## config.mk

```make
export PLATFORM = sky130hd
export DESIGN_NAME = dual_i2c_top
export DESIGN_NICKNAME = d
export VERILOG_FILES = /design/src/design/i2c_pkg.sv /design/src/design/axil_cmd_regs.sv /design/src/design/i2c_frame_master.sv /design/src/design/i2c_bus_arbiter.sv /design/src/design/seg_hex_scan.sv /design/src/design/dual_i2c_top.sv
export VERILOG_INCLUDE_DIRS = /design/src /design/src/design
export SDC_FILE = /design/constraint.sdc
export NUM_CORES = 1
export LEC_CHECK = 0
export BUFFER_PORTS_ARGS = -buffer_cell sky130_fd_sc_hd__buf_2
export CORE_MARGIN = 2
export CORE_UTILIZATION = 30
export CTS_BUF_LIST = sky130_fd_sc_hd__clkbuf_4 sky130_fd_sc_hd__clkbuf_8
export CTS_CLUSTER_DIAMETER = 100
export DETAILED_ROUTE_END_ITERATION = 8
export HOLD_SLACK_MARGIN = 0.1
export PLACE_DENSITY = 0.51
export SYNTH_ARGS = -nofsm -noshare
export SYNTH_HDL_FRONTEND = slang
export SYNTH_SLANG_ARGS = --single-unit
```

## constraint.sdc

```tcl
create_clock -name clk1 -period 4.8 [get_ports clk1]
set_clock_uncertainty 0.1 [all_clocks]
set_input_delay 0.24 -clock clk1 [delete_from_list [all_inputs] [get_ports clk1]]
set_output_delay 0.24 -clock clk1 [all_outputs]
set_load 0.01 [all_outputs]
```

## src/design/i2c_settings.svh

```systemverilog
`ifndef I2C_SETTINGS_SVH
`define I2C_SETTINGS_SVH

////////////////////
// Bus timing
////////////////////

// Half of one SCL bit slot, in clk1 cycles
`define I2C_HALF_DIV 4

// Cycles each display digit stays lit
`define SEG_SCAN_DIV 16

////////////////////
// Register map, byte offsets
////////////////////

`define REG_CMD0   4'h0
`define REG_CMD1   4'h4
`define REG_STATUS 4'h8
`define REG_RDATA  4'hC

`endif

```

## src/design/i2c_pkg.sv

```systemverilog
package i2c_pkg;

	////////////////////
	// Command word
	////////////////////

	// Raw view for the AXI side, field view for the masters
	typedef union packed {
		logic [31:0] raw;
		struct packed {
			logic [14:0] pad_hi;
			logic        rw;
			logic        pad_lo;
			logic [6:0]  addr;
			logic [7:0]  wdata;
		} f;
	} cmd_word_t;

	////////////////////
	// Frame sequence
	////////////////////

	// One slot per state, except address and data which loop over bits
	typedef enum logic [2:0] {
		ST_IDLE  = 3'd0,
		ST_START = 3'd1,
		ST_ADDR  = 3'd2,
		ST_RW    = 3'd3,
		ST_ACK1  = 3'd4,
		ST_DATA  = 3'd5,
		ST_ACK2  = 3'd6,
		ST_STOP  = 3'd7
	} frame_state_t;

	// One hex digit of the display
	typedef logic [3:0] hex_digit_t;

endpackage

```

## src/design/axil_cmd_regs.sv

```systemverilog
`timescale 1ns/10ps
`include "i2c_settings.svh"

module axil_cmd_regs (
	input  logic               clk1,
	input  logic               reset,
	input  logic [3:0]         awaddr,
	input  logic               awvalid,
	output logic               awready,
	input  logic [31:0]        wdata,
	input  logic [3:0]         wstrb,
	input  logic               wvalid,
	output logic               wready,
	output logic [1:0]         bresp,
	output logic               bvalid,
	input  logic               bready,
	input  logic [3:0]         araddr,
	input  logic               arvalid,
	output logic               arready,
	output logic [31:0]        rdata,
	output logic [1:0]         rresp,
	output logic               rvalid,
	input  logic               rready,
	output logic               start0,
	output logic               start1,
	output i2c_pkg::cmd_word_t cmd0,
	output i2c_pkg::cmd_word_t cmd1,
	input  logic               busy0,
	input  logic               busy1,
	input  logic               done0,
	input  logic               done1,
	input  logic               nack0,
	input  logic               nack1,
	input  logic [7:0]         rdata0,
	input  logic [7:0]         rdata1
);

	logic        wr_fire;
	logic        rd_fire;
	logic        done0_seen;
	logic        done1_seen;
	logic [31:0] status_word;

	assign wr_fire = awvalid & awready & wvalid & wready;
	assign rd_fire = arvalid & arready;

	// Always OKAY
	assign bresp = 2'b00;
	assign rresp = 2'b00;

	assign status_word = {26'd0, nack1, nack0, done1_seen, done0_seen, busy1, busy0};

	////////////////////
	// Write channel
	////////////////////

	always_ff @(posedge clk1) begin
		if (reset) begin
			awready <= 1'b0;
			wready <= 1'b0;
			bvalid <= 1'b0;
			start0 <= 1'b0;
			start1 <= 1'b0;
		end else begin
			awready <= 1'b0;
			wready <= 1'b0;
			start0 <= 1'b0;
			start1 <= 1'b0;
			// One write in flight at a time
			if (awvalid && wvalid && !bvalid && !awready) begin
				awready <= 1'b1;
				wready <= 1'b1;
			end
			if (wr_fire) begin
				bvalid <= 1'b1;
				start0 <= (awaddr == `REG_CMD0);
				start1 <= (awaddr == `REG_CMD1);
			end else if (bvalid && bready) begin
				bvalid <= 1'b0;
			end
		end
	end

	// Command words, byte lanes per wstrb
	always_ff @(posedge clk1) begin
		if (wr_fire) begin
			for (int i = 0; i < 4; i++) begin
				if (wstrb[i] && awaddr == `REG_CMD0)
					cmd0.raw[8*i +: 8] <= wdata[8*i +: 8];
				if (wstrb[i] && awaddr == `REG_CMD1)
					cmd1.raw[8*i +: 8] <= wdata[8*i +: 8];
			end
		end
	end

	// Sticky done flags, a new pulse wins over the clear
	always_ff @(posedge clk1) begin
		if (reset) begin
			done0_seen <= 1'b0;
			done1_seen <= 1'b0;
		end else begin
			if (done0)
				done0_seen <= 1'b1;
			else if (rd_fire && araddr == `REG_STATUS)
				done0_seen <= 1'b0;
			if (done1)
				done1_seen <= 1'b1;
			else if (rd_fire && araddr == `REG_STATUS)
				done1_seen <= 1'b0;
		end
	end

	////////////////////
	// Read channel
	////////////////////

	always_ff @(posedge clk1) begin
		if (reset) begin
			arready <= 1'b0;
			rvalid <= 1'b0;
		end else begin
			arready <= arvalid && !rvalid && !arready;
			if (rd_fire)
				rvalid <= 1'b1;
			else if (rvalid && rready)
				rvalid <= 1'b0;
		end
	end

	always_ff @(posedge clk1) begin
		if (rd_fire) begin
			case (araddr)
				`REG_CMD0:   rdata <= cmd0.raw;
				`REG_CMD1:   rdata <= cmd1.raw;
				`REG_STATUS: rdata <= status_word;
				`REG_RDATA:  rdata <= {16'd0, rdata1, rdata0};
				default:     rdata <= 32'd0;
			endcase
		end
	end

endmodule

```

## src/design/i2c_frame_master.sv

```systemverilog
`timescale 1ns/10ps
`include "i2c_settings.svh"

module i2c_frame_master (
	input  logic               clk1,
	input  logic               reset,
	input  logic               start,
	input  logic               grant,
	input  i2c_pkg::cmd_word_t cmd,
	output logic               req,
	output logic               busy,
	output logic               done,
	output logic               nack,
	output logic [7:0]         rdata,
	output logic [7:0]         frame_data,
	output logic [6:0]         frame_addr,
	output logic               scl,
	output logic               sda_out,
	output logic               sda_oe,
	input  logic               sda_in
);
	import i2c_pkg::*;

	localparam int SLOT = 2 * `I2C_HALF_DIV;
	localparam int PW = $clog2(SLOT);
	localparam logic [PW-1:0] LAST_PH = PW'(SLOT - 1);
	localparam logic [PW-1:0] HIGH_PH = PW'(`I2C_HALF_DIV);
	localparam logic [PW-1:0] SAMPLE_PH = PW'(`I2C_HALF_DIV + `I2C_HALF_DIV / 2);

	frame_state_t  state;
	logic [PW-1:0] phase;
	logic [2:0]    bit_cnt;
	logic          take_cmd;
	logic          slot_end;
	logic          scl_high;
	logic          sample;
	logic [6:0]    addr_q;
	logic          rw_q;
	logic [7:0]    wdata_q;
	logic [7:0]    tx;
	logic [7:0]    rx;

	assign take_cmd = start & ~req;
	assign slot_end = (phase == LAST_PH);
	assign scl_high = (phase >= HIGH_PH);
	assign sample = (phase == SAMPLE_PH);

	assign busy = req | (state != ST_IDLE);
	assign rdata = rx;
	assign frame_addr = addr_q;
	assign frame_data = rw_q ? rx : wdata_q;

	////////////////////
	// Frame sequencer
	////////////////////

	always_ff @(posedge clk1) begin
		if (reset) begin
			state <= ST_IDLE;
			phase <= '0;
			bit_cnt <= 3'd0;
			req <= 1'b0;
			done <= 1'b0;
			nack <= 1'b0;
		end else begin
			done <= 1'b0;
			if (take_cmd) begin
				req <= 1'b1;
				nack <= 1'b0;
			end
			if (state == ST_IDLE) begin
				// Waits here until the arbiter hands over the bus
				phase <= '0;
				if (req && grant)
					state <= ST_START;
			end else begin
				phase <= slot_end ? '0 : phase + 1'b1;
				if (sample && sda_in && (state == ST_ACK1 || state == ST_ACK2))
					nack <= 1'b1;
				if (slot_end) begin
					case (state)
						ST_START: begin
							state <= ST_ADDR;
							bit_cnt <= 3'd6;
						end
						ST_ADDR: begin
							if (bit_cnt == 3'd0)
								state <= ST_RW;
							else
								bit_cnt <= bit_cnt - 1'b1;
						end
						ST_RW: state <= ST_ACK1;
						ST_ACK1: begin
							state <= ST_DATA;
							bit_cnt <= 3'd7;
						end
						ST_DATA: begin
							if (bit_cnt == 3'd0)
								state <= ST_ACK2;
							else
								bit_cnt <= bit_cnt - 1'b1;
						end
						ST_ACK2: state <= ST_STOP;
						default: begin
							// End of stop slot, SDA is released with SCL high
							state <= ST_IDLE;
							req <= 1'b0;
							done <= 1'b1;
						end
					endcase
				end
			end
		end
	end

	// Command copy and shift registers
	always_ff @(posedge clk1) begin
		if (take_cmd) begin
			addr_q <= cmd.f.addr;
			rw_q <= cmd.f.rw;
			wdata_q <= cmd.f.wdata;
			tx <= {cmd.f.addr, cmd.f.rw};
		end else if (slot_end) begin
			if (state == ST_ADDR || state == ST_RW || state == ST_DATA)
				tx <= {tx[6:0], 1'b0};
			else if (state == ST_ACK1)
				tx <= wdata_q;
		end
		if (sample && state == ST_DATA && rw_q)
			rx <= {rx[6:0], sda_in};
	end

	////////////////////
	// Bus lines
	////////////////////

	always_comb begin
		scl = scl_high;
		sda_out = 1'b1;
		sda_oe = 1'b0;
		case (state)
			ST_IDLE: scl = 1'b1;
			ST_START: begin
				// SDA falls halfway through with SCL held high
				scl = 1'b1;
				sda_out = 1'b0;
				sda_oe = scl_high;
			end
			ST_ADDR, ST_RW: begin
				sda_out = tx[7];
				sda_oe = 1'b1;
			end
			ST_DATA: begin
				sda_out = tx[7];
				sda_oe = ~rw_q;
			end
			ST_STOP: begin
				sda_out = 1'b0;
				sda_oe = 1'b1;
			end
			default: sda_oe = 1'b0;
		endcase
	end

endmodule

```

## src/design/i2c_bus_arbiter.sv

```systemverilog
`timescale 1ns/10ps

module i2c_bus_arbiter (
	input  logic       clk1,
	input  logic       reset,
	input  logic       arb_select,
	input  logic       req0,
	input  logic       req1,
	input  logic       scl0,
	input  logic       scl1,
	input  logic       sda_out0,
	input  logic       sda_out1,
	input  logic       sda_oe0,
	input  logic       sda_oe1,
	input  logic       done0,
	input  logic       done1,
	input  logic [6:0] frame_addr0,
	input  logic [6:0] frame_addr1,
	input  logic [7:0] frame_data0,
	input  logic [7:0] frame_data1,
	output logic       grant0,
	output logic       grant1,
	output logic       scl,
	output logic       sda_out,
	output logic       sda_oe,
	output logic [6:0] shown_addr,
	output logic [7:0] shown_data
);
	import i2c_pkg::*;

	logic       busy_bus;
	hex_digit_t data_hi;
	hex_digit_t data_lo;

	// Bus stays owned while the granted master keeps req up
	assign busy_bus = (grant0 & req0) | (grant1 & req1);

	////////////////////
	// Grant
	////////////////////

	always_ff @(posedge clk1) begin
		if (reset) begin
			grant0 <= 1'b0;
			grant1 <= 1'b0;
		end else if (!busy_bus) begin
			if (req0 && req1) begin
				grant0 <= ~arb_select;
				grant1 <= arb_select;
			end else begin
				grant0 <= req0;
				grant1 <= req1;
			end
		end
	end

	// Idle bus keeps SCL high and SDA released
	always_comb begin
		if (grant0) begin
			scl = scl0;
			sda_out = sda_out0;
			sda_oe = sda_oe0;
		end else if (grant1) begin
			scl = scl1;
			sda_out = sda_out1;
			sda_oe = sda_oe1;
		end else begin
			scl = 1'b1;
			sda_out = 1'b1;
			sda_oe = 1'b0;
		end
	end

	////////////////////
	// Last frame
	////////////////////

	always_ff @(posedge clk1) begin
		if (reset) begin
			shown_addr <= 7'd0;
			data_hi <= 4'h0;
			data_lo <= 4'h0;
		end else if (done0) begin
			shown_addr <= frame_addr0;
			data_hi <= frame_data0[7:4];
			data_lo <= frame_data0[3:0];
		end else if (done1) begin
			shown_addr <= frame_addr1;
			data_hi <= frame_data1[7:4];
			data_lo <= frame_data1[3:0];
		end
	end

	assign shown_data = {data_hi, data_lo};

endmodule

```

## src/design/seg_hex_scan.sv

```systemverilog
`timescale 1ns/10ps
`include "i2c_settings.svh"

module seg_hex_scan (
	input  logic       clk1,
	input  logic       reset,
	input  logic [6:0] shown_addr,
	input  logic [7:0] shown_data,
	output logic [3:0] anode,
	output logic [6:0] cathode
);
	import i2c_pkg::*;

	localparam int SW = $clog2(`SEG_SCAN_DIV);
	localparam logic [SW-1:0] SCAN_LAST = SW'(`SEG_SCAN_DIV - 1);

	logic [SW-1:0] div;
	logic [1:0]    sel;
	hex_digit_t    digit;

	// Active-low pattern, segment a in bit 6
	function automatic logic [6:0] seg_decode(input hex_digit_t d);
		case (d)
			4'h0: return 7'b0000001;
			4'h1: return 7'b1001111;
			4'h2: return 7'b0010010;
			4'h3: return 7'b0000110;
			4'h4: return 7'b1001100;
			4'h5: return 7'b0100100;
			4'h6: return 7'b0100000;
			4'h7: return 7'b0001111;
			4'h8: return 7'b0000000;
			4'h9: return 7'b0000100;
			4'hA: return 7'b0001000;
			4'hB: return 7'b1100000;
			4'hC: return 7'b0110001;
			4'hD: return 7'b1000010;
			4'hE: return 7'b0110000;
			default: return 7'b0111000;
		endcase
	endfunction

	// Leftmost digit first
	always_comb begin
		case (sel)
			2'd0: digit = {1'b0, shown_addr[6:4]};
			2'd1: digit = shown_addr[3:0];
			2'd2: digit = shown_data[7:4];
			default: digit = shown_data[3:0];
		endcase
	end

	always_ff @(posedge clk1) begin
		if (reset) begin
			div <= '0;
			sel <= 2'd0;
			anode <= 4'b1111;
			cathode <= 7'b1111111;
		end else if (div == SCAN_LAST) begin
			div <= '0;
			sel <= sel + 1'b1;
			anode <= ~(4'b0001 << sel);
			cathode <= seg_decode(digit);
		end else begin
			div <= div + 1'b1;
		end
	end

endmodule

```

## src/design/dual_i2c_top.sv

```systemverilog
`timescale 1ns/10ps

module dual_i2c_top (
	input  logic        clk1,
	input  logic        reset,
	input  logic [3:0]  awaddr,
	input  logic        awvalid,
	output logic        awready,
	input  logic [31:0] wdata,
	input  logic [3:0]  wstrb,
	input  logic        wvalid,
	output logic        wready,
	output logic [1:0]  bresp,
	output logic        bvalid,
	input  logic        bready,
	input  logic [3:0]  araddr,
	input  logic        arvalid,
	output logic        arready,
	output logic [31:0] rdata,
	output logic [1:0]  rresp,
	output logic        rvalid,
	input  logic        rready,
	output logic        scl,
	output logic        sda_out,
	output logic        sda_oe,
	input  logic        sda_in,
	input  logic        arb_select,
	output logic [3:0]  anode,
	output logic [6:0]  cathode
);
	import i2c_pkg::*;

	cmd_word_t  cmd0;
	cmd_word_t  cmd1;
	logic       start0;
	logic       start1;
	logic       req0;
	logic       req1;
	logic       grant0;
	logic       grant1;
	logic       busy0;
	logic       busy1;
	logic       done0;
	logic       done1;
	logic       nack0;
	logic       nack1;
	logic [7:0] rdata0;
	logic [7:0] rdata1;
	logic [7:0] frame_data0;
	logic [7:0] frame_data1;
	logic [6:0] frame_addr0;
	logic [6:0] frame_addr1;
	logic       scl0;
	logic       scl1;
	logic       sda_out0;
	logic       sda_out1;
	logic       sda_oe0;
	logic       sda_oe1;
	logic [6:0] shown_addr;
	logic [7:0] shown_data;

	axil_cmd_regs u_regs (
		.clk1(clk1), .reset(reset),
		.awaddr(awaddr), .awvalid(awvalid), .awready(awready),
		.wdata(wdata), .wstrb(wstrb), .wvalid(wvalid), .wready(wready),
		.bresp(bresp), .bvalid(bvalid), .bready(bready),
		.araddr(araddr), .arvalid(arvalid), .arready(arready),
		.rdata(rdata), .rresp(rresp), .rvalid(rvalid), .rready(rready),
		.start0(start0), .start1(start1), .cmd0(cmd0), .cmd1(cmd1),
		.busy0(busy0), .busy1(busy1), .done0(done0), .done1(done1),
		.nack0(nack0), .nack1(nack1), .rdata0(rdata0), .rdata1(rdata1)
	);

	// Master 0
	i2c_frame_master u_master0 (
		.clk1(clk1), .reset(reset), .start(start0), .grant(grant0), .cmd(cmd0),
		.req(req0), .busy(busy0), .done(done0), .nack(nack0), .rdata(rdata0),
		.frame_data(frame_data0), .frame_addr(frame_addr0),
		.scl(scl0), .sda_out(sda_out0), .sda_oe(sda_oe0), .sda_in(sda_in)
	);

	// Master 1
	i2c_frame_master u_master1 (
		.clk1(clk1), .reset(reset), .start(start1), .grant(grant1), .cmd(cmd1),
		.req(req1), .busy(busy1), .done(done1), .nack(nack1), .rdata(rdata1),
		.frame_data(frame_data1), .frame_addr(frame_addr1),
		.scl(scl1), .sda_out(sda_out1), .sda_oe(sda_oe1), .sda_in(sda_in)
	);

	i2c_bus_arbiter u_arbiter (
		.clk1(clk1), .reset(reset), .arb_select(arb_select),
		.req0(req0), .req1(req1), .scl0(scl0), .scl1(scl1),
		.sda_out0(sda_out0), .sda_out1(sda_out1), .sda_oe0(sda_oe0), .sda_oe1(sda_oe1),
		.done0(done0), .done1(done1),
		.frame_addr0(frame_addr0), .frame_addr1(frame_addr1),
		.frame_data0(frame_data0), .frame_data1(frame_data1),
		.grant0(grant0), .grant1(grant1),
		.scl(scl), .sda_out(sda_out), .sda_oe(sda_oe),
		.shown_addr(shown_addr), .shown_data(shown_data)
	);

	seg_hex_scan u_display (
		.clk1(clk1), .reset(reset),
		.shown_addr(shown_addr), .shown_data(shown_data),
		.anode(anode), .cathode(cathode)
	);

endmodule

```

# Yosys cells after proc, flatten, opt, wreduce, memory -nomap -nowiden
# Memory sizes are Yosys's and may differ from the RTL's. A register that Yosys moved wholly into a read port is not among the register bits.
# Index checks and enable logic that the tools add are counted.
[word_totals] reg_bits=219 n_memories=1 wordCells=275 romBits=112 in_bits=53 output_inout_bits=55
[memory_table] name="(name not given)" words=16 word_bits=7 read_ports=1 rd_ports_with_merged_regs=1 wr=0 line_no="seg_hex_scan.sv:23" source="case (d)"
[op_classes] n_mux=72 n_eq_ne=33 n_addsub=6 reduce_logical=91 bitwise=22 shifts=1 order_cmp=2
[ops] op="case mux 32 bit (4 select lines)" n=1
[ops] op="2-to-1 mux 8 bit" n=10
[ops] op="== test 3 bit (second input constant)" n=12
[ops] op="2-to-1 mux 3 bit" n=12
[ops] op="case mux 3 bit (6 select lines)" n=2
[ops] op="2-to-1 mux 1 bit" n=34
[ops] op="logical AND 1 bit" n=27
[ops] op="OR reduction 3 bit" n=8
[ops] op="AND reduction 2 bit" n=10
[ops] op="case mux 3 bit (3 select lines)" n=2
[ops] op="nonzero test 2 bit" n=9
[ops] op="nonzero test 3 bit" n=6
[ops] op="2-to-1 mux 4 bit" n=4
[ops] op="AND reduction 4 bit" n=4
[ops] op="OR reduction 2 bit" n=8
[ops] op="2-to-1 mux 7 bit" n=2
[ops] op="== test 3 x 2 -> 1 bit (second input constant)" n=4
[ops] op="== test 4 bit (second input constant)" n=3
[ops] op="logical NOT 3 bit" n=4
[ops] op="!= test 3 x 1 -> 1 bit (second input constant)" n=4
[ops] op="case mux 4 bit (3 select lines)" n=1
[ops] op="OR reduction 6 bit" n=2
[ops] op="inverter 1 bit" n=10
[ops] op="bitwise AND 1 bit" n=8
[ops] op="19 further kinds" n=40

# Depth between registers and ports, before layout
# Gate-level depths: netlist of run 1.
[depth] ltp_word=6 depth_mapped=10 ltp_nobuf=10

# Hierarchy
# Synthesis of run 1 repeated with hierarchy kept, for this count alone.
[unflattened] hier_cells=782 area_unflattened_um2=10044.6
[by_module_without_submodules] module="axil_cmd_regs" area_each_um2=4063.9 n_inst=1 seq_area_each_um2=3042.9 cells_each=241
[by_module_without_submodules] module="i2c_frame_master at u_master0" area_each_um2=2075.7 n_inst=1 seq_area_each_um2=1201.2 cells_each=174
[by_module_without_submodules] module="i2c_frame_master at u_master1" area_each_um2=1948.1 n_inst=1 seq_area_each_um2=1201.2 cells_each=158
[by_module_without_submodules] module="seg_hex_scan" area_each_um2=1073.5 n_inst=1 seq_area_each_um2=340.3 cells_each=126
[by_module_without_submodules] module="i2c_bus_arbiter" area_each_um2=883.3 n_inst=1 seq_area_each_um2=340.3 cells_each=83

# Worst setup path before layout of run 1
# Ideal clock, no wire load.
[synth_path] path_kind="flip-flop to flip-flop" startpoint="register u_display.sel[0]" endpoint="register u_display.cathode[5]" required_time_ps=4554 path_buffers=0 setup_time_ps=146 stages_incl_launch_ff=9 period_less_slack_ps=2264 arrival_time_ps=2018 setup_slack_ps=2536 cell_sequence="dfxtp_1 -> inv_1 -> ha_1 -> a222oi_1 -> mux2i_1 -> inv_1 -> ha_1 -> a2111oi_0 -> a311oi_1"
[synth_via] elab_chain_cells=2 elab_cells_between_ends=4 cone_classes="eq/ne: 2; mux: 1; reduce/logical: 1"
[synth_lines] item="from (decl)" line_no="seg_hex_scan.sv:18" source="logic [1:0] sel;"
[synth_lines] item="from (signal assigned)" line_no="seg_hex_scan.sv:61" source="sel <= sel + 1'b1;"
[synth_lines] item="== test 2 bit (tied with other cells)" line_no="seg_hex_scan.sv:45" source="case (sel)"
[synth_lines] item="case mux 4 bit (3 select lines) *" line_no="seg_hex_scan.sv:45"
[synth_lines] item="to (decl)" line_no="seg_hex_scan.sv:10" source="output logic [6:0] cathode"
# Every way passes the cells marked *; elsewhere a longest branch is shown, timed or not.
# A chain may end at the register's enable or synchronous reset.

# Worst setup path after layout of run 1
[layout_path] startpoint="register u_master0.state[1]" endpoint="output port sda_out"
[layout_via] elab_chain_cells=4 elab_cells_between_ends=9 cone_classes="eq/ne: 5; mux: 2; reduce/logical: 2"
[layout_lines] item="from (decl)" line_no="i2c_frame_master.sv:30" source="frame_state_t state;"
[layout_lines] item="from (signal assigned)" line_no="i2c_frame_master.sv:59" source="state <= ST_IDLE;"
[layout_lines] item="from (signal assigned)" line_no="i2c_frame_master.sv:75" source="state <= ST_START;"
[layout_lines] item="from (signal assigned)" line_no="i2c_frame_master.sv:83" source="state <= ST_ADDR;"
[layout_lines] item="== test 3 bit (tied with other cells)" line_no="i2c_frame_master.sv:141" source="case (state)"
[layout_lines] item="OR reduction 3 bit (no line) or OR reduction 2 bit (tied branches)"
[layout_lines] item="case mux 1 bit (2 select lines) *" line_no="i2c_frame_master.sv:141"
[layout_lines] item="2-to-1 mux 1 bit *" line_no="i2c_bus_arbiter.sv:59" source="if (grant0) begin"
[layout_lines] item="to (decl)" line_no="dual_i2c_top.sv:24" source="output logic sda_out,"
# Marks and branches as above.

==> results.sh, run 1 <==
export IMPL_cts_tree="yes"
export IMPL_antenna_found_initial=0
export IMPL_multi_input_area_sq_um=3140
export IMPL_seq_area_sq_um=6130
export IMPL_wire_per_inst_um=17.3
export IMPL_drive_gt1_frac=0.212
export IMPL_status="finished clean"
export IMPL_rows=65
export IMPL_nFillCells=3086
export IMPL_start_kind="flop"
export IMPL_fin_setup_tns_ps=0
export IMPL_setup_viol=0
export IMPL_ys_flop_type="edfxtp_1"
export IMPL_area_growth_pct=21.9
export IMPL_hold_path_class="in2reg"
export IMPL_seq_power_share=0.493
export IMPL_synthArstFlopShare=0
export IMPL_critical_path_arrival_ps=2400
export IMPL_slew_violations=0
export IMPL_hpwl_mm=16.0
export IMPL_reg2regPathDepth=8
export IMPL_path_max_fanout=10
export IMPL_hold_viol_final=0
export IMPL_critPathKind="reg2out"
export IMPL_ys_ff_latch=226
export IMPL_grt_pass1_wl_mm=36.9
export IMPL_fin_crit_ps=2740
export IMPL_clock_sinks=226
export IMPL_p_int_mw=3.27
export IMPL_drc=0
export IMPL_via_per_inst=4.78
export IMPL_io_buffers=103
export IMPL_layout_nets=1004
export IMPL_vias=6457
export IMPL_syn_inst=758
export IMPL_rsz0062_at_grt="false"
export IMPL_holdPathStages=4
export IMPL_leakage_nw=4.34
export IMPL_ys_warnings_count=0
export IMPL_ios=108
export IMPL_switchingPower_mw=1.04
export IMPL_core_sq_um=31600
export IMPL_initial_core_util=0.305
export IMPL_irDropWorstVdd_mv=0.202
export IMPL_synth_edf_count=160
export IMPL_pwr_share_comb=0.090
export IMPL_grt_pass1_vias=6458
export IMPL_clk_latency_ps=550
export IMPL_endpoint_kind="primary output"
export IMPL_die_w_um=183
export IMPL_synth_cell_types=63
export IMPL_grt_overflow=0
export IMPL_relSlewSlack=0.191
export IMPL_fp_dieH_um=183
export IMPL_routed_wl_mm=23.3
export IMPL_grt_max_degree=34
export IMPL_clkTransAtPathRegs_ps=60
export IMPL_max_freq_mhz=364
export IMPL_clkPwrFrac=0.416
export IMPL_min_period_over_period=0.572
export IMPL_die_area_sq_um=33600
export IMPL_drtIter0Drc=488
export IMPL_ant_nets=0
export IMPL_diodes=0
export IMPL_gp_routability_congestion=0.770
export IMPL_fin_util=0.372
export IMPL_pwr_density_cell_nw_per_um2=367
export IMPL_cap_violations=0
export IMPL_cts_buffers=40
export IMPL_max_slew_worst_pin_slew_ps=1200
export IMPL_dr_pass1_iters=5
export IMPL_crit_required_ps=4460
export IMPL_p_sw_frac=0.241
export IMPL_cts_path_max_buffers=3
export IMPL_root_buffer="clkbuf_8"
export IMPL_grt_use_total=0.141
export IMPL_ctsHtreeMaxLevel=2
export IMPL_syn_area_sq_um=9650
export IMPL_syn_avg_cell_area_sq_um=12.7
export IMPL_yosysSeqAreaShare=0.635
==> placed cells by master, fill, tap and decap left out, types with 38 or more instances in the layout <==
| master | count |
|---|---|
| clkbuf_8 | 45 |
| edfxtp_1 | 160 |
| mux2i_1 | 46 |
| inv_1 | 47 |
| dlygate4sd3_1 | 43 |
| nand2_1 | 38 |
| nor2_1 | 70 |
| a21oi_1 | 40 |
| dfxtp_1 | 66 |
| buf_2 | 103 |
==> synth_stat cells (4+ instances only) <==
library cell / n / area (sq um)
nor2_1: 70 / 263
buf_4: 9 / 67.6
and3_1: 5 / 31.3
nor4_1: 4 / 25.0
a22o_1: 20 / 175
dfxtp_1: 66 / 1320
nand3_1: 8 / 40.0
edfxtp_1: 160 / 4800
a211oi_1: 18 / 135
nand2_1: 38 / 143
nor3_1: 12 / 60.1
nand2b_1: 8 / 50.1
a31oi_1: 6 / 37.5
mux2i_1: 46 / 460
and2_1: 10 / 62.6
o21ai_0: 36 / 180
a222oi_1: 12 / 120
a221o_1: 4 / 40.0
ha_1: 34 / 425
clkbuf_1: 17 / 63.8
buf_2: 5 / 25.0
nor2b_1: 8 / 50.1
nor2_2: 5 / 31.3
a21oi_1: 40 / 200
a22oi_1: 6 / 45.0
inv_1: 47 / 176
a311oi_1: 4 / 35.0
==> state kept, by name, summed over array words and instances (netlist names), 4 cells and up <==
| name | cells |
|---|---|
| u_arbiter.data_hi | 4 |
| u_arbiter.data_lo | 4 |
| u_arbiter.shown_addr | 7 |
| u_display.anode | 4 |
| u_display.cathode | 7 |
| u_display.div | 4 |
| u_master0.frame_addr | 7 |
| u_master0.rdata | 8 |
| u_master0.tx | 8 |
| u_master0.wdata_q | 8 |
| u_master1.frame_addr | 7 |
| u_master1.rdata | 8 |
| u_master1.tx | 8 |
| u_master1.wdata_q | 8 |
| u_regs.cmd0 | 32 |
| u_regs.cmd1 | 32 |
| u_regs.rdata | 32 |
==> cell type report <==
class / instances / area share
clock inverters: 9 / 0.00436
flip-flops and latches: 226 / 0.521
well taps: 402 / 0.0427
clock buffers: 64 / 0.0648
inverters: 47 / 0.0150
repair buffers: 154 / 0.0855
multi-input cells: 448 / 0.267
==> timing repair <==
action,CTS,global route
endpoints found under the hold margin,85,0
buffers inserted,0,0
hold buffers,43,0
gates resized for setup,0,0
==> power groups by stage <==
stage / clock network (mW) / registers (mW) / logic [mW]
6_report: 1.80 / 2.13 / 0.389
5_1_grt: 1.94 / 2.13 / 0.437
3_5_place_dp: 0 / 2.17 / 0.363
2_1_floorplan: 0 / 2.17 / 0.275
4_1_cts: 1.85 / 2.13 / 0.391
3_3_place_gp: 0 / 2.17 / 0.360
==> path summary, 6_finish.rpt <==
| path | to | slack, ps | startpoint |
|---|---|---|---|
| min | u_regs.start0 | 140 | awaddr[3] |
| max | sda_out | 2060 | u_master0.state[1] |
| min reg2reg | u_master0.wdata_q[2] | 340 | u_regs.cmd0[2] |
| max reg2reg | u_display.cathode[5] | 2240 | u_display.sel[0] |
==> kinds of logic (layout without fill, tap and decap cells) <==
kind of cell / Yosys count / after routing / share of synthesized area
fa+ha+maj: 34 / 34 / 0.0441
buf+inv: 87 / 274 / 0.0434
other cells: 1 / 4 / 0.000388
compound gates: 173 / 173 / 0.129
mux: 46 / 46 / 0.0477
xor+xnor: 3 / 3 / 0.00272
simple gates: 188 / 188 / 0.0981
flops: 226 / 226 / 0.635
==> routing by layer <==
metal  GRT usage  vias to the layer above  routed length [um]
li1            -                     3124                   -
met3      0.0403                       35                1740
met5           0                        -                   0
met2       0.225                      212               10600
met1       0.186                     3086               10500
met4      0.0400                        0                 445
==> critical path: stages, from the launching register on <==
cell      delay [ps]
dfxtp_1          460
inv_1            110
ha_1             340
inv_1            130
nor3_1            60
a21oi_1          140
o221ai_1         150
a21oi_1          280
buf_2            180
==> through the flow <==
step / hold slack, ps / area [sq um] / total power [mW] / cells / setup WS [ps]
5_1_grt: 170 / 11800 / 4.51 / 1350 / 1770
3_5_place_dp: 331 / 10500 / 2.53 / 1234 / 2240
3_3_place_gp: 326 / 10500 / 2.53 / 1234 / 2320
4_1_cts: 117 / 11800 / 4.36 / 1350 / 1930
6_report: 142 / 11800 / 4.31 / 1350 / 2060
2_1_floorplan: 239 / 9660 / 2.44 / 761 / 2540
No activity file was read; power rests on OpenSTA's default activity.
==> run 2, diff against run 1 <==
Settings changed: PLACE_DENSITY 0.51 to 0.53.
Clock period 4.8 ns to 2.4 ns, I/O delays scaled along.
==> results.sh, run 2 (synthesized netlist as in run 1, its figures left out) <==
export IMPL_area_growth_pct=26.5
export IMPL_rsz0062_at_grt="false"
export IMPL_hold_path_class="in2reg"
export IMPL_max_slew_worst_pin_slew_ps=606
export IMPL_switchingPower_mw=2.13
export IMPL_drtIter0Drc=386
export IMPL_vias=6606
export IMPL_core_sq_um=31600
export IMPL_pwr_density_cell_nw_per_um2=731
export IMPL_grt_max_degree=33
export IMPL_wire_per_inst_um=16.9
export IMPL_seq_power_share=0.478
export IMPL_ctsHtreeMaxLevel=2
export IMPL_slew_violations=0
export IMPL_cts_buffers=41
export IMPL_clock_sinks=226
export IMPL_cts_tree="yes"
export IMPL_fin_util=0.386
export IMPL_irDropWorstVdd_mv=0.404
export IMPL_setup_viol=0
export IMPL_seq_area_sq_um=6140
export IMPL_die_area_sq_um=33600
export IMPL_wl_met1_mm=10.7
export IMPL_p_sw_frac=0.239
export IMPL_ios=108
export IMPL_final_cell_mix="160 x edfxtp_1, 103 x buf_2, 70 x nor2_1"
export IMPL_pwr_share_comb=0.096
export IMPL_critPathKind="reg2out"
export IMPL_cap_violations=0
export IMPL_cts_path_max_buffers=3
export IMPL_layout_nets=1045
export IMPL_grt_overflow=0
export IMPL_routed_top_layer="met4"
export IMPL_diodes=0
export IMPL_clkPwrFrac=0.425
export IMPL_cpPeakStageDelay_ps=380
export IMPL_hpwl_mm=16.2
export IMPL_dr_pass1_iters=7
export IMPL_via_per_inst=4.75
export IMPL_gp_routability_congestion=0.788
export IMPL_rows=65
export IMPL_hold_viol_final=0
export IMPL_cp_cell_sequence="inv_1, ha_4, buf_4, nor3_2, a21oi_1, o221ai_1, a21oi_1, buf_2"
export IMPL_relSlewSlack=0.596
export IMPL_grt_pass1_wl_mm=37.1
export IMPL_io_buffers=103
export IMPL_min_period_over_period=0.943
export IMPL_p_total_mw=8.93
export IMPL_wl_met2_mm=10.7
export IMPL_start_kind="flop"
export IMPL_crit_required_ps=2180
export IMPL_clk_latency_ps=530
export IMPL_endpoint_kind="primary output"
export IMPL_nFillCells=3000
export IMPL_routed_wl_mm=23.5
export IMPL_fp_dieH_um=183
export IMPL_initial_core_util=0.305
export IMPL_drive_gt1_frac=0.252
export IMPL_final_common_cell="edfxtp_1"
export IMPL_die_w_um=183
export IMPL_root_buffer="clkbuf_8"
export IMPL_max_freq_mhz=442
export IMPL_grt_use_total=0.140
export IMPL_reg2reg_slack_ps=160
export IMPL_clkTransAtPathRegs_ps=60
export IMPL_crit_slowest_cell="dfxtp_4"
export IMPL_fin_setup_tns_ps=0
export IMPL_leakage_nw=4.58
export IMPL_whs_ps=136
export IMPL_antenna_found_initial=0
export IMPL_fin_crit_ps=2260
export IMPL_drc=0
export IMPL_cpMostUsedCell="a21oi_1"
export IMPL_multi_input_area_sq_um=3220
export IMPL_critical_path_arrival_ps=2040
export IMPL_path_max_fanout=6
export IMPL_grt_pass1_vias=6728
export IMPL_status="finished clean"
export IMPL_ant_nets=0
export IMPL_met3WireLength_mm=1.70
export IMPL_p_int_mw=6.80
run 2: changes by cell type in the layout (fill, tap and decap cells not counted), sizes merged:
cell         delta
buf            +34
clkinv          +5
clkbuf          -7
dlygate4sd3     +6
bufinv          +3
run 2: stage by stage:
stage	instances	instance area, sq um	setup WS, ps
4_1_cts	1387	12100	1.61
5_1_grt	1391	12200	8.27
3_5_place_dp	1264	10800	20.5
2_1_floorplan	761	9660	136
3_3_place_gp	1264	10800	36.3
6_report	1391	12200	137
run 2: final timing paths:
path,from,to,cells past startpoint
worst min register to register,u_regs.cmd0[0],u_master0.wdata_q[0],0
worst min-delay path,araddr[2],u_regs.done1_seen,6
worst max register to register,u_display.sel[0],u_display.cathode[5],8
worst max-delay path,u_master0.state[0],sda_out,8
run 2: area by class of cell:
cell class,instances,share of cell area
clock inverter,17,0.0130
timing repair buffer,194,0.108
multi-input combinational,448,0.264
inverter,47,0.0144
sequential,226,0.502
tap,402,0.0412
clock buffer,57,0.0571
run 2: repair_timing:
| action | CTS | global route |
|---|---|---|
| endpoints found under the hold margin | 151 | 0 |
| gates cloned | 0 | 0 |
| pin swaps | 0 | 4 |
| setup endpoints to repair | 2 | 8 |
| hold buffers | 49 | 0 |
| buffers inserted | 0 | 4 |
| resized for setup | 7 | 15 |
run 2: worst max-delay path: cells and delay by family, from the launching register on:
family / cells / cell delay [ps]
DFF: 1 / 380
buffers and inverters: 3 / 410
adders and majority gates: 1 / 200
AOI/OAI and AO/OA: 3 / 340
and+or+nand+nor: 1 / 170
run 2: power groups by stage:
stage	sequential, mW	combinational, mW	clock, mW
3_3_place_gp	4.33	0.741	0
2_1_floorplan	4.34	0.549	0
3_5_place_dp	4.34	0.749	0
4_1_cts	4.26	0.826	3.90
5_1_grt	4.28	0.960	4.09
6_report	4.27	0.861	3.80
run 2: layer usage:
metal  GRT usage  vias up
li1            -     3216
met1       0.188     3153
met2       0.224      203
met3      0.0403       34
met4      0.0365        0
met5           0        -
==> run 3, diff against run 2 <==
Settings changed: CTS_CLUSTER_SIZE set to 24, PLACE_DENSITY 0.53 to 0.51.
Clock period 2.4 ns to 2.5 ns, I/O delays scaled along.
==> results.sh, run 3 (synthesized netlist as in run 1, its figures left out) <==
export IMPL_grt_overflow=0
export IMPL_routed_wl_mm=22.8
export IMPL_hold_viol_final=0
export IMPL_grt_pass1_vias=6363
export IMPL_die_area_sq_um=33600
export IMPL_status="finished clean"
export IMPL_pwr_density_cell_nw_per_um2=576
export IMPL_antenna_found_initial=0
export IMPL_final_common_cell="edfxtp_1"
export IMPL_grt_pass1_wl_mm=35.7
export IMPL_drive_gt1_frac=0.205
export IMPL_holdPathStages=6
export IMPL_cts_setup_buffers=0
export IMPL_gp_routability_congestion=0.770
export IMPL_fp_dieH_um=183
export IMPL_cts_path_max_buffers=3
export IMPL_area_growth_pct=19.4
export IMPL_clock_sinks=226
export IMPL_relSlewSlack=0.426
export IMPL_core_sq_um=31600
export IMPL_path_max_fanout=5
export IMPL_endpoint_kind="flop"
export IMPL_cts_tree="yes"
export IMPL_nFillCells=3050
export IMPL_slew_violations=0
export IMPL_max_slew_worst_pin_slew_ps=849
export IMPL_crit_required_ps=2830
export IMPL_start_kind="flop"
export IMPL_wire_per_inst_um=17.2
export IMPL_ant_nets=0
export IMPL_diodes=0
export IMPL_rows=65
export IMPL_via_per_inst=4.80
export IMPL_cap_violations=0
export IMPL_cts_buffers=13
export IMPL_fin_setup_tns_ps=0
export IMPL_initial_core_util=0.305
export IMPL_rsz0062_at_grt="false"
export IMPL_reg2reg_slack_ps=150
export IMPL_ios=108
export IMPL_vias=6377
export IMPL_setup_viol=0
export IMPL_whs_endpoint="u_regs.done1_seen"
export IMPL_drtIter0Drc=464
export IMPL_multi_input_area_sq_um=3220
export IMPL_hp_start="araddr[2]"
export IMPL_drc=0
export IMPL_grt_use_total=0.135
export IMPL_dpl_worst_slack_ps=102
export IMPL_fin_crit_ps=2350
export IMPL_clk_latency_ps=550
export IMPL_hold_path_class="in2reg"
export IMPL_layout_nets=1006
export IMPL_io_buffers=103
export IMPL_irDropWorstVdd_mv=0.452
export IMPL_root_buffer="clkbuf_8"
export IMPL_reg2regPathDepth=9
export IMPL_hpwl_mm=16.1
export IMPL_grt_max_degree=52
export IMPL_seq_area_sq_um=6130
export IMPL_dr_pass1_iters=5
export IMPL_min_period_over_period=0.938
export IMPL_critical_path_arrival_ps=2680
export IMPL_r2r_end="u_display.cathode[3]"
export IMPL_die_w_um=183
export IMPL_ctsHtreeMaxLevel=1
export IMPL_final_cell_mix="160 x edfxtp_1, 103 x buf_2, 70 x nor2_1"
export IMPL_setup_slack_ps=155
export IMPL_r2r_start="u_display.sel[1]"
export IMPL_critPathKind="reg2reg"
export IMPL_leakage_nw=4.20
export IMPL_max_freq_mhz=426
export IMPL_clkTransAtPathRegs_ps=150
export IMPL_critPathLaunch="u_display.sel[1]"
==> run 3: how the worst max path moves through the flow <==
stage	to	slack, ps
5_1_grt	u_display.cathode[3]	20
4_1_cts	sda_oe	40
6_report	u_display.cathode[3]	150
2_1_floorplan	u_display.cathode[5]	240
3_5_place_dp	u_display.cathode[5]	100
3_3_place_gp	u_display.cathode[5]	170
==> run 3: worst max-delay path, cell delays in order, from the launching register on <==
cell and delay (ps):
dfxtp_1 410, inv_1 90, ha_1 230, a222oi_1 370
mux2i_2 210, inv_2 130, ha_1 230, a21oi_1 140
o21ai_0 100, a31o_2 250
==> run 3: layout make-up <==
cell class                 instances  area share
tap                              402      0.0436
clock buffer                      18      0.0188
inverter                          47      0.0153
multi-input combinational        448       0.279
sequential                       226       0.532
timing repair buffer             183       0.109
clock inverter                     4     0.00228
==> run 3: routing by layer <==
metal	up-vias	share of wire	track usage
met3	26	0.068	0.0334
met1	3060	0.45	0.176
met4	0	0.019	0.0301
li1	3114	-	-
met2	177	0.46	0.226
met5	-	0	0
==> run 3: stage by stage <==
stage          std cells  hold slack [ps]   util  instance area [sq um]  total power, mW
6_report            1328              134  0.364                  11500             6.63
5_1_grt             1328              152  0.364                  11500             6.93
4_1_cts             1328              118  0.363                  11500             6.67
3_5_place_dp        1255              216  0.338                  10700             4.86
3_3_place_gp        1255              214  0.338                  10700             4.86
2_1_floorplan        761              124      -                   9660             4.69
==> run 3: report_power, final <==
part | internal (mW) | total [mW] | switching (mW)
logic | 0.345 | 0.799 | 0.454
registers | 4.04 | 4.09 | 0.0563
clock network | 0.583 | 1.74 | 1.16
total | 4.96 | 6.63 | 1.67
==> run 3: what timing repair did <==
action,4_1_cts,5_1_grt
endpoints found under the hold margin,184,0
gates resized for setup,7,12
pin swaps,0,2
setup endpoints to repair,2,8
hold buffers,51,0
